==> src/hdl/tomasulo_pkg.sv <==
`default_nettype none

package tomasulo_pkg;

    localparam int RS_DEPTH   = 8;  // Default station size.
    localparam int MUL_CYCLES = 8;  // Default multiply latency in cycles.

    typedef enum logic [3:0] {
        ADD = 4'd0,
        SUB = 4'd1,
        AND = 4'd2,
        OR  = 4'd3,
        XOR = 4'd4,
        SLL = 4'd5,
        SLT = 4'd6,
        MUL = 4'd7
    } alu_op_t;

    typedef logic [3:0]  rs_tag_t;   // Zero means the value is present.
    typedef logic [2:0]  reg_idx_t;
    typedef logic [31:0] word_t;

    typedef struct packed {
        alu_op_t  op;
        reg_idx_t dest;
        reg_idx_t src1;
        reg_idx_t src2;
        logic     use_imm;  // Operand two comes from imm.
        word_t    imm;
    } issue_t;

    typedef struct packed {
        rs_tag_t tag;
        word_t   value;
    } operand_t;

    typedef struct packed {
        logic    valid;
        rs_tag_t tag;
        alu_op_t op;
        word_t   val1;
        word_t   val2;
    } dispatch_t;

    typedef struct packed {
        logic    valid;
        rs_tag_t tag;
        word_t   value;
    } cdb_t;

    typedef struct packed {
        logic     valid;
        reg_idx_t dest;
        word_t    value;
    } writeback_t;

endpackage

`default_nettype wire

==> src/hdl/register_status.sv <==
`timescale 1ns/1ps
`default_nettype none

module register_status import tomasulo_pkg::*; (
    input  logic       clk,
    input  logic       rst,
    input  logic       issue_valid,
    input  issue_t     issue,
    input  rs_tag_t    alloc_tag,
    input  cdb_t       cdb,
    output operand_t   opnd1,
    output operand_t   opnd2,
    output writeback_t writeback
);

    localparam int num_regs = 8;

    word_t               reg_val [num_regs];
    rs_tag_t             reg_tag [num_regs];  // Producer of the pending value.
    logic                rename;
    logic [num_regs-1:0] wb_hit;

    // Source read, with the result on the CDB forwarded in the same cycle.
    function automatic operand_t read_reg(input rs_tag_t tag, input word_t value,
                                          input cdb_t bus);
        operand_t opnd;
        opnd.tag   = tag;
        opnd.value = value;
        if (tag != '0 && bus.valid && bus.tag == tag) begin
            opnd.tag   = '0;
            opnd.value = bus.value;
        end
        return opnd;
    endfunction

    // No free entry means alloc_tag is zero and the issue is dropped.
    assign rename = issue_valid && (alloc_tag != '0);

    assign opnd1 = read_reg(reg_tag[issue.src1], reg_val[issue.src1], cdb);
    assign opnd2 = read_reg(reg_tag[issue.src2], reg_val[issue.src2], cdb);

    always_comb begin
        writeback = '0;
        for (int r = 0; r < num_regs; r++) begin
            // A rename in this cycle hides the older producer's result.
            wb_hit[r] = cdb.valid && (reg_tag[r] != '0) && (reg_tag[r] == cdb.tag)
                        && !(rename && issue.dest == reg_idx_t'(r));
            if (wb_hit[r]) begin
                writeback.valid = 1'b1;
                writeback.dest  = reg_idx_t'(r);
                writeback.value = cdb.value;
            end
        end
    end

    always_ff @(posedge clk or posedge rst) begin
        if (rst) begin
            for (int r = 0; r < num_regs; r++) begin
                reg_val[r] <= '0;
                reg_tag[r] <= '0;
            end
        end else begin
            for (int r = 0; r < num_regs; r++) begin
                if (rename && issue.dest == reg_idx_t'(r)) begin
                    reg_tag[r] <= alloc_tag;  // Newest producer wins.
                end else if (wb_hit[r]) begin
                    reg_tag[r] <= '0;
                    reg_val[r] <= cdb.value;
                end
            end
        end
    end

endmodule

`default_nettype wire

==> src/hdl/reservation_station.sv <==
`timescale 1ns/1ps
`default_nettype none

module reservation_station import tomasulo_pkg::*; #(
    parameter int rs_depth = RS_DEPTH
) (
    input  logic      clk,
    input  logic      rst,
    input  logic      issue_valid,
    input  issue_t    issue,
    input  operand_t  opnd1,
    input  operand_t  opnd2,
    output rs_tag_t   alloc_tag,
    output logic      full,
    input  cdb_t      cdb,
    input  logic      alu_ready,
    output dispatch_t dispatch
);

    logic [rs_depth-1:0] busy;
    logic [rs_depth-1:0] busy_next;
    logic [rs_depth-1:0] held_mask;
    logic [rs_depth-1:0] held_mask_next;
    logic [rs_depth-1:0] load;
    logic [rs_depth-1:0] cap1;
    logic [rs_depth-1:0] cap2;
    rs_tag_t             held_tag;
    rs_tag_t             held_tag_next;
    rs_tag_t             tag1 [rs_depth];
    rs_tag_t             tag2 [rs_depth];
    alu_op_t             op   [rs_depth];
    word_t               val1 [rs_depth];
    word_t               val2 [rs_depth];
    logic                issue_ok;
    operand_t            src2;

    assign src2 = issue.use_imm ? operand_t'{tag: '0, value: issue.imm} : opnd2;

    assign issue_ok = issue_valid && (alloc_tag != '0);

    // A multiply's entry stays reserved until its broadcast,
    // so its tag is not reused while the result is still in flight.
    always_comb begin
        for (int i = 0; i < rs_depth; i++) begin
            held_mask[i]      = (held_tag == rs_tag_t'(i + 1));
            held_mask_next[i] = (held_tag_next == rs_tag_t'(i + 1));
        end
    end

    always_comb begin
        alloc_tag = '0;  // Lowest free entry.
        for (int i = rs_depth - 1; i >= 0; i--) begin
            if (!busy[i] && !held_mask[i]) begin
                alloc_tag = rs_tag_t'(i + 1);
            end
        end
    end

    // Lowest ready entry goes to the ALU.
    always_comb begin
        dispatch = '0;
        for (int i = rs_depth - 1; i >= 0; i--) begin
            if (busy[i] && tag1[i] == '0 && tag2[i] == '0) begin
                dispatch.valid = alu_ready;
                dispatch.tag   = rs_tag_t'(i + 1);
                dispatch.op    = op[i];
                dispatch.val1  = val1[i];
                dispatch.val2  = val2[i];
            end
        end
    end

    always_comb begin
        busy_next     = busy;
        held_tag_next = held_tag;
        if (cdb.valid && cdb.tag == held_tag) begin
            held_tag_next = '0;
        end
        if (dispatch.valid && dispatch.op == MUL) begin
            held_tag_next = dispatch.tag;
        end
        for (int i = 0; i < rs_depth; i++) begin
            load[i] = issue_ok && (alloc_tag == rs_tag_t'(i + 1));
            cap1[i] = busy[i] && cdb.valid && (tag1[i] != '0) && (tag1[i] == cdb.tag);
            cap2[i] = busy[i] && cdb.valid && (tag2[i] != '0) && (tag2[i] == cdb.tag);
            if (dispatch.valid && dispatch.tag == rs_tag_t'(i + 1)) begin
                busy_next[i] = 1'b0;  // Freed on the dispatch edge.
            end
            if (load[i]) begin
                busy_next[i] = 1'b1;
            end
        end
    end

    always_ff @(posedge clk or posedge rst) begin
        if (rst) begin
            busy     <= '0;
            held_tag <= '0;
            full     <= 1'b0;
            for (int i = 0; i < rs_depth; i++) begin
                tag1[i] <= '0;
                tag2[i] <= '0;
            end
        end else begin
            busy     <= busy_next;
            held_tag <= held_tag_next;
            full     <= &(busy_next | held_mask_next);
            for (int i = 0; i < rs_depth; i++) begin
                if (load[i]) begin
                    tag1[i] <= opnd1.tag;
                    tag2[i] <= src2.tag;
                end else begin
                    if (cap1[i]) tag1[i] <= '0;
                    if (cap2[i]) tag2[i] <= '0;
                end
            end
        end
    end

    always_ff @(posedge clk) begin
        for (int i = 0; i < rs_depth; i++) begin
            if (load[i]) begin
                op[i]   <= issue.op;
                val1[i] <= opnd1.value;
                val2[i] <= src2.value;
            end else begin
                if (cap1[i]) val1[i] <= cdb.value;  // Operand wakeup.
                if (cap2[i]) val2[i] <= cdb.value;
            end
        end
    end

endmodule

`default_nettype wire

==> src/hdl/alu_unit.sv <==
`timescale 1ns/1ps
`default_nettype none

module alu_unit import tomasulo_pkg::*; #(
    parameter int mul_cycles = MUL_CYCLES
) (
    input  logic      clk,
    input  logic      rst,
    input  dispatch_t dispatch,
    output logic      alu_ready,
    output cdb_t      cdb
);

    localparam int step_bits = (32 + mul_cycles - 1) / mul_cycles;  // Multiplier bits per step.
    localparam int cnt_w     = $clog2(mul_cycles + 1);

    logic [cnt_w-1:0] mul_cnt;  // Steps left, zero when idle.
    word_t            mcand;
    word_t            mplier;
    word_t            acc;
    word_t            step_acc;
    word_t            step_cand;
    word_t            step_plier;
    logic             res_valid;
    rs_tag_t          res_tag;
    word_t            res_value;

    function automatic word_t alu_result(input alu_op_t op, input word_t a, input word_t b);
        case (op)
            ADD:     return a + b;
            SUB:     return a - b;
            AND:     return a & b;
            OR:      return a | b;
            XOR:     return a ^ b;
            SLL:     return a << b[4:0];
            SLT:     return {31'd0, $signed(a) < $signed(b)};
            default: return '0;
        endcase
    endfunction

    // One multiply step of shift and add over step_bits multiplier bits.
    always_comb begin
        step_acc   = acc;
        step_cand  = mcand;
        step_plier = mplier;
        for (int b = 0; b < step_bits; b++) begin
            if (step_plier[0]) step_acc = step_acc + step_cand;
            step_cand  = step_cand << 1;
            step_plier = step_plier >> 1;
        end
    end

    always_ff @(posedge clk or posedge rst) begin
        if (rst) begin
            mul_cnt   <= '0;
            res_valid <= 1'b0;
        end else begin
            res_valid <= 1'b0;
            if (mul_cnt != '0) begin
                mul_cnt   <= mul_cnt - 1'b1;
                res_valid <= (mul_cnt == cnt_w'(1));  // Last step broadcasts.
            end else if (dispatch.valid) begin
                if (dispatch.op == MUL) begin
                    mul_cnt <= cnt_w'(mul_cycles);
                end else begin
                    res_valid <= 1'b1;
                end
            end
        end
    end

    // The tag taken at dispatch stays in res_tag while the multiply runs.
    always_ff @(posedge clk) begin
        if (mul_cnt != '0) begin
            acc       <= step_acc;
            mcand     <= step_cand;
            mplier    <= step_plier;
            res_value <= step_acc;
        end else if (dispatch.valid) begin
            acc       <= '0;
            mcand     <= dispatch.val1;
            mplier    <= dispatch.val2;
            res_tag   <= dispatch.tag;
            res_value <= alu_result(dispatch.op, dispatch.val1, dispatch.val2);
        end
    end

    assign alu_ready = (mul_cnt == '0);
    assign cdb       = cdb_t'{valid: res_valid, tag: res_tag, value: res_value};

endmodule

`default_nettype wire

==> src/hdl/tomasulo_core.sv <==
`timescale 1ns/1ps
`default_nettype none

module tomasulo_core import tomasulo_pkg::*; #(
    parameter int rs_depth   = RS_DEPTH,
    parameter int mul_cycles = MUL_CYCLES
) (
    input  logic       clk,
    input  logic       rst,
    input  logic       issue_valid,
    input  issue_t     issue,
    output logic       full,
    output cdb_t       cdb,
    output writeback_t writeback
);

    operand_t  opnd1;
    operand_t  opnd2;
    rs_tag_t   alloc_tag;  // Entry taken by the current issue.
    dispatch_t dispatch;
    logic      alu_ready;

    register_status u_register_status (
        .clk         (clk),
        .rst         (rst),
        .issue_valid (issue_valid),
        .issue       (issue),
        .alloc_tag   (alloc_tag),
        .cdb         (cdb),
        .opnd1       (opnd1),
        .opnd2       (opnd2),
        .writeback   (writeback)
    );

    reservation_station #(
        .rs_depth (rs_depth)
    ) u_reservation_station (
        .clk         (clk),
        .rst         (rst),
        .issue_valid (issue_valid),
        .issue       (issue),
        .opnd1       (opnd1),
        .opnd2       (opnd2),
        .alloc_tag   (alloc_tag),
        .full        (full),
        .cdb         (cdb),
        .alu_ready   (alu_ready),
        .dispatch    (dispatch)
    );

    // Single execution unit, sole driver of the CDB.
    alu_unit #(
        .mul_cycles (mul_cycles)
    ) u_alu_unit (
        .clk       (clk),
        .rst       (rst),
        .dispatch  (dispatch),
        .alu_ready (alu_ready),
        .cdb       (cdb)
    );

endmodule

`default_nettype wire

==> config.mk <==
export PLATFORM = sky130hd
export DESIGN_NAME = tomasulo_core
export DESIGN_NICKNAME = d
export VERILOG_FILES = /design/src/hdl/tomasulo_pkg.sv /design/src/hdl/register_status.sv /design/src/hdl/reservation_station.sv /design/src/hdl/alu_unit.sv /design/src/hdl/tomasulo_core.sv
export SDC_FILE = /design/constraint.sdc
export NUM_CORES = 2
export LEC_CHECK = 0
export BUFFER_PORTS_ARGS = -buffer_cell sky130_fd_sc_hd__buf_2
export CAP_MARGIN = 0
export CORE_MARGIN = 3
export CORE_UTILIZATION = 24
export CTS_CLUSTER_DIAMETER = 80
export DETAILED_ROUTE_END_ITERATION = 6
export GPL_TIMING_DRIVEN = 0
export SETUP_SLACK_MARGIN = 0.05
export SLEW_MARGIN = 40
export SYNTH_ARGS = -nofsm -noshare
export SYNTH_HDL_FRONTEND = slang
export SYNTH_SLANG_ARGS = --single-unit
==> constraint.sdc <==
create_clock -name clk -period 13.05 [get_ports clk]
set_input_delay 0.6525 -clock clk [delete_from_list [all_inputs] [get_ports clk]]
set_output_delay 0.6525 -clock clk [all_outputs]
set_load 0.01 [all_outputs]
==> impl.org <==
** CTS
- Number of buffers created by CTS :: 115
- After clock tree synthesis, the repair step resized 0 gates.
- Clock tree root driver cell :: sky130_fd_sc_hd__clkbuf_16
- CTS tree :: done
- The clock net in this run drives a total of 1,046 sinks.
- In this run the post-CTS setup repair buffer count came out at 0.
- Clock latency on the worst-skew pair :: 0.80 ns
- Maximum buffer depth of the clock tree :: 3
- Clock slew seen by the registers of the worst setup and hold paths :: 0.06 ns
- The H-tree was split into 3 levels.

** Route
- Average wire length per cell after detail routing :: 27.8 µm
- The detailed router used layers up to and including met5.
- Metal-1 WL :: 110 mm
- Initial drt markers :: 7,223
- Detailed-router iteration count before antenna repair :: 7
- In the detailed route, the total length drawn on met3 is 26.3 mm.
- Total number of vias :: 55,300
- Amount of wire on met2 after detailed routing :: 126 mm
- DRC violation count after routing :: 2
- Using the TritonRoute via totals, the vias-per-cell ratio works out to 5.44.
- Sum of routed wire length over all layers :: 282 mm
- In this run the remaining antenna-violating nets after routing total 0.

** Die
- Die Ht :: 534 µm
- Pin placement for this block handled 123 I/O pins.
- Measured along the x axis, the die boundary spans 534 µm.
- For this configuration, the core starts out at a cell density of 24.2%.
- Std cell rows :: 193
- Placeable core area :: 0.277 mm²
- Area of the die :: 0.285 mm²

** Placed design
- The wire-length estimate of the detail-placed layout is 215 mm.
- Timing analysis after detailed placement gives a worst setup slack of 2.43 ns.
- The congestion estimate from routability-driven global placement came to 1.00.
- In this run the cell area measured after placement is 0.0731 mm².
- Port Buffer Count :: 115

** Synthesis
- The largest total area in the synthesized netlist belongs to sky130_fd_sc_hd__edfxtp_1.
- Nets in the synthesized netlist :: 6,359
- During synthesis, Yosys emitted a total of 0 warnings.
- Counting instances in the post-synthesis netlist gives the leading cell types as sky130_fd_sc_hd__mux2_2, sky130_fd_sc_hd__edfxtp_1, sky130_fd_sc_hd__clkbuf_1.
- Most used DFF post-synth :: sky130_fd_sc_hd__edfxtp_1
- Synthesized instance count :: 6,077
- The mapped netlist covers 0.0669 mm².
- Summing the sequential cell areas from Yosys gives 44.1% of the chip area.
- Number of synthesized flops with an enable pin :: 668
- Per-instance average area after synthesis :: 11.0 µm²
- Yosys attributes the largest share of cell area to sky130_fd_sc_hd__edfxtp_1, sky130_fd_sc_hd__dfrtp_1, sky130_fd_sc_hd__mux2_2, sky130_fd_sc_hd__mux4_2, sky130_fd_sc_hd__ha_1.
- Most frequently used cell type in the post-synthesis netlist :: sky130_fd_sc_hd__mux2_2
- Of the post-synthesis cell area, the dominant cell type holds 30.0%.
- The number of different library cells used by synthesis comes to 105.
- Number of synthesized register bits :: 1,046
- Share of synthesized flip-flops with an asynchronous set or reset :: 35.4%

** GRT
- Global-route wire length before repair :: 399 mm
- Remaining Overflow, GRT :: 0
- Global routing used 19.0% of the available tracks across all layers.
- The number of antenna violations at the first check in global routing was 17.
- Via count of the first global-routing pass :: 54,000
- Entering global routing, the biggest net connects 77 pins.

** STA
- The count of endpoints failing hold in the final timing report was 0.
- Max Freq :: 0.0956 GHz
- Clock Skews :: 0.0795 ns
- Of the available clock period, the critical path in the final layout requires 80.2%.
- Min cycle time layout :: 10.47 ns
- At the pin with the least slew margin, the transition time is 1.00 ns.
- Count of final max-slew check failures :: 0
- The worst path meets setup with 2.58 ns of slack.
- The worst pin sits at a relative slew slack of 32.9%.
- Setup repair after global routing left no endpoint under its margin.
- Final-report setup violation count :: 0

** Finish
- After the last flow step, the layout net total stands at 6,629.
- Cells fill 27.9% of the core in the end.
- Fraction of final layout cells sized beyond drive strength 1 :: 24.6%
- Compared with the post-synthesis result, the final layout area differs by 15.4%.
- The filler cells instantiated in the layout total 28,800.
- Area of all placed cells without fillers :: 0.0772 mm²

** Worst hold path
- The worst hold path belongs to the class input port to register.

** Setup path
- Nature of the critical path endpoint :: register
- Of all nets on the critical path, the largest fanout is 10.
- Data required time at the worst endpoint :: 13.62 ns
- Reg2Reg Setup Slack :: 2.58 ns
- Startpoint-to-endpoint class of the critical path :: register to register
- Arrival time at the worst endpoint :: 11.04 ns
- Startpoint types :: register
- For this design, the slowest cell found on the critical path is sky130_fd_sc_hd__clkbuf_1.
- For this run, the slowest stage of the critical path takes 0.65 ns.

** Status
- Run status :: finished, violations left
- The checks that failed: DRC.

** Run
- Max Cap Viol :: 0
[layout by cell type, fill, tap and decap left out, types with 64 or more instances in the layout]
cell type	n
sky130_fd_sc_hd__xnor2_1	108
sky130_fd_sc_hd__mux2i_1	151
sky130_fd_sc_hd__clkbuf_1	328
sky130_fd_sc_hd__nand3_1	183
sky130_fd_sc_hd__buf_2	163
sky130_fd_sc_hd__mux2_2	815
sky130_fd_sc_hd__nor2_1	354
sky130_fd_sc_hd__o21ai_0	331
sky130_fd_sc_hd__o22ai_1	64
sky130_fd_sc_hd__mux4_2	144
sky130_fd_sc_hd__a211oi_1	121
sky130_fd_sc_hd__dfrtp_1	370
sky130_fd_sc_hd__nand2_1	333
sky130_fd_sc_hd__ha_1	227
sky130_fd_sc_hd__clkbuf_16	115
sky130_fd_sc_hd__edfxtp_1	668
sky130_fd_sc_hd__a21oi_1	301
sky130_fd_sc_hd__xor2_1	90
sky130_fd_sc_hd__inv_1	172
sky130_fd_sc_hd__a21o_1	121
sky130_fd_sc_hd__clkbuf_2	75
sky130_fd_sc_hd__nor3_1	132
[flip-flops by register name, summed over array words and instances (netlist names)]
register,count
u_register_status.reg_tag,32
u_reservation_station.busy,8
u_reservation_station.held_tag,4
u_alu_unit.acc,32
u_reservation_station.val2,256
u_reservation_station.val1,256
u_register_status.reg_val,256
u_alu_unit.res_tag,4
u_alu_unit.mul_cnt,4
u_reservation_station.op,32
u_reservation_station.tag1,32
u_reservation_station.tag2,32
u_alu_unit.res_valid,1
u_reservation_station.full,1
u_alu_unit.res_value,32
u_alu_unit.mplier,32
u_alu_unit.mcand,32
[metal layers]
metal  vias up  track usage, %
met5         -               0
met4         8            11.6
met3       722            3.71
met2      3161            29.8
met1     27900            24.2
li1      23500               -
[cell families (layout without fill, tap and decap cells)]
group           after synthesis  count (layout)  synth area share [%]
compound gates             1440            1440                  14.2
simple gates               1363            1363                  9.74
mux                        1114            1114                  20.9
flops                      1046            1046                  44.1
buf+inv                     682            1049                  4.01
fa+ha+maj                   233             233                  4.43
xor+xnor                    199             199                  2.63
other cells                   0              13                     0
[path summary, 6_finish.rpt]
path                                               startpoint                                          to  depth (start not counted)
setup / recovery               u_alu_unit.mplier[0]$_DFFE_PP_          u_alu_unit.res_value[31]$_DFFE_PP_                         36
hold / removal                                      issue[45]   u_reservation_station.op[1][15]$_DFFE_PP_                          1
setup reg to reg               u_alu_unit.mplier[0]$_DFFE_PP_          u_alu_unit.res_value[31]$_DFFE_PP_                         36
hold reg to reg            u_alu_unit.mplier[31]$_SDFFE_PN0P_          u_alu_unit.mplier[31]$_SDFFE_PN0P_                          2
max in group asynchronous                                 rst  u_register_status.reg_val[111]$_DFFE_PP0P_                          7
min in group asynchronous                                 rst    u_register_status.reg_tag[9]$_DFFE_PP0P_                          3
[layout make-up]
cell class	count	area [µm²]	area share, %
Timing Repair Buffer	153	1140	1.48
Antenna cell	13	32.5	0.0421
Clock inverter	56	688	0.892
Multi-Input combinational cell	4349	35100	45.5
Inverter	179	689	0.893
Buffer	503	2130	2.76
Clock buffer	158	3260	4.22
Sequential cell	1046	29500	38.2
Tap cell	3705	4640	6.01
[metrics by stage]
stage	hold WS (ns)	setup TNS, ns	cells
after floorplan	0.425	0	6077
after global placement	0.440	-724.84	9897
after detailed placement	0.460	0	9932
after CTS	0.149	0	10100
after global routing	0.180	0	10200
final	0.200	0	10200
[critical path: cells and delay by family (launching register included)]
kind            cells  cell delay (ns)
fa+ha+maj           4             1.34
simple gates        5             0.77
flops               1             0.43
compound gates     15             3.75
buf+inv             5             1.92
mux                 3             1.07
xor+xnor            4             0.97
[what timing repair did]
item,CTS,global route
setup endpoints to repair,0,0
endpoints found under the hold margin,48,0
hold buffers,1,0
Power is not shown: default switching activity piles up to over one toggle a cycle in this logic, so the estimate is an artifact.
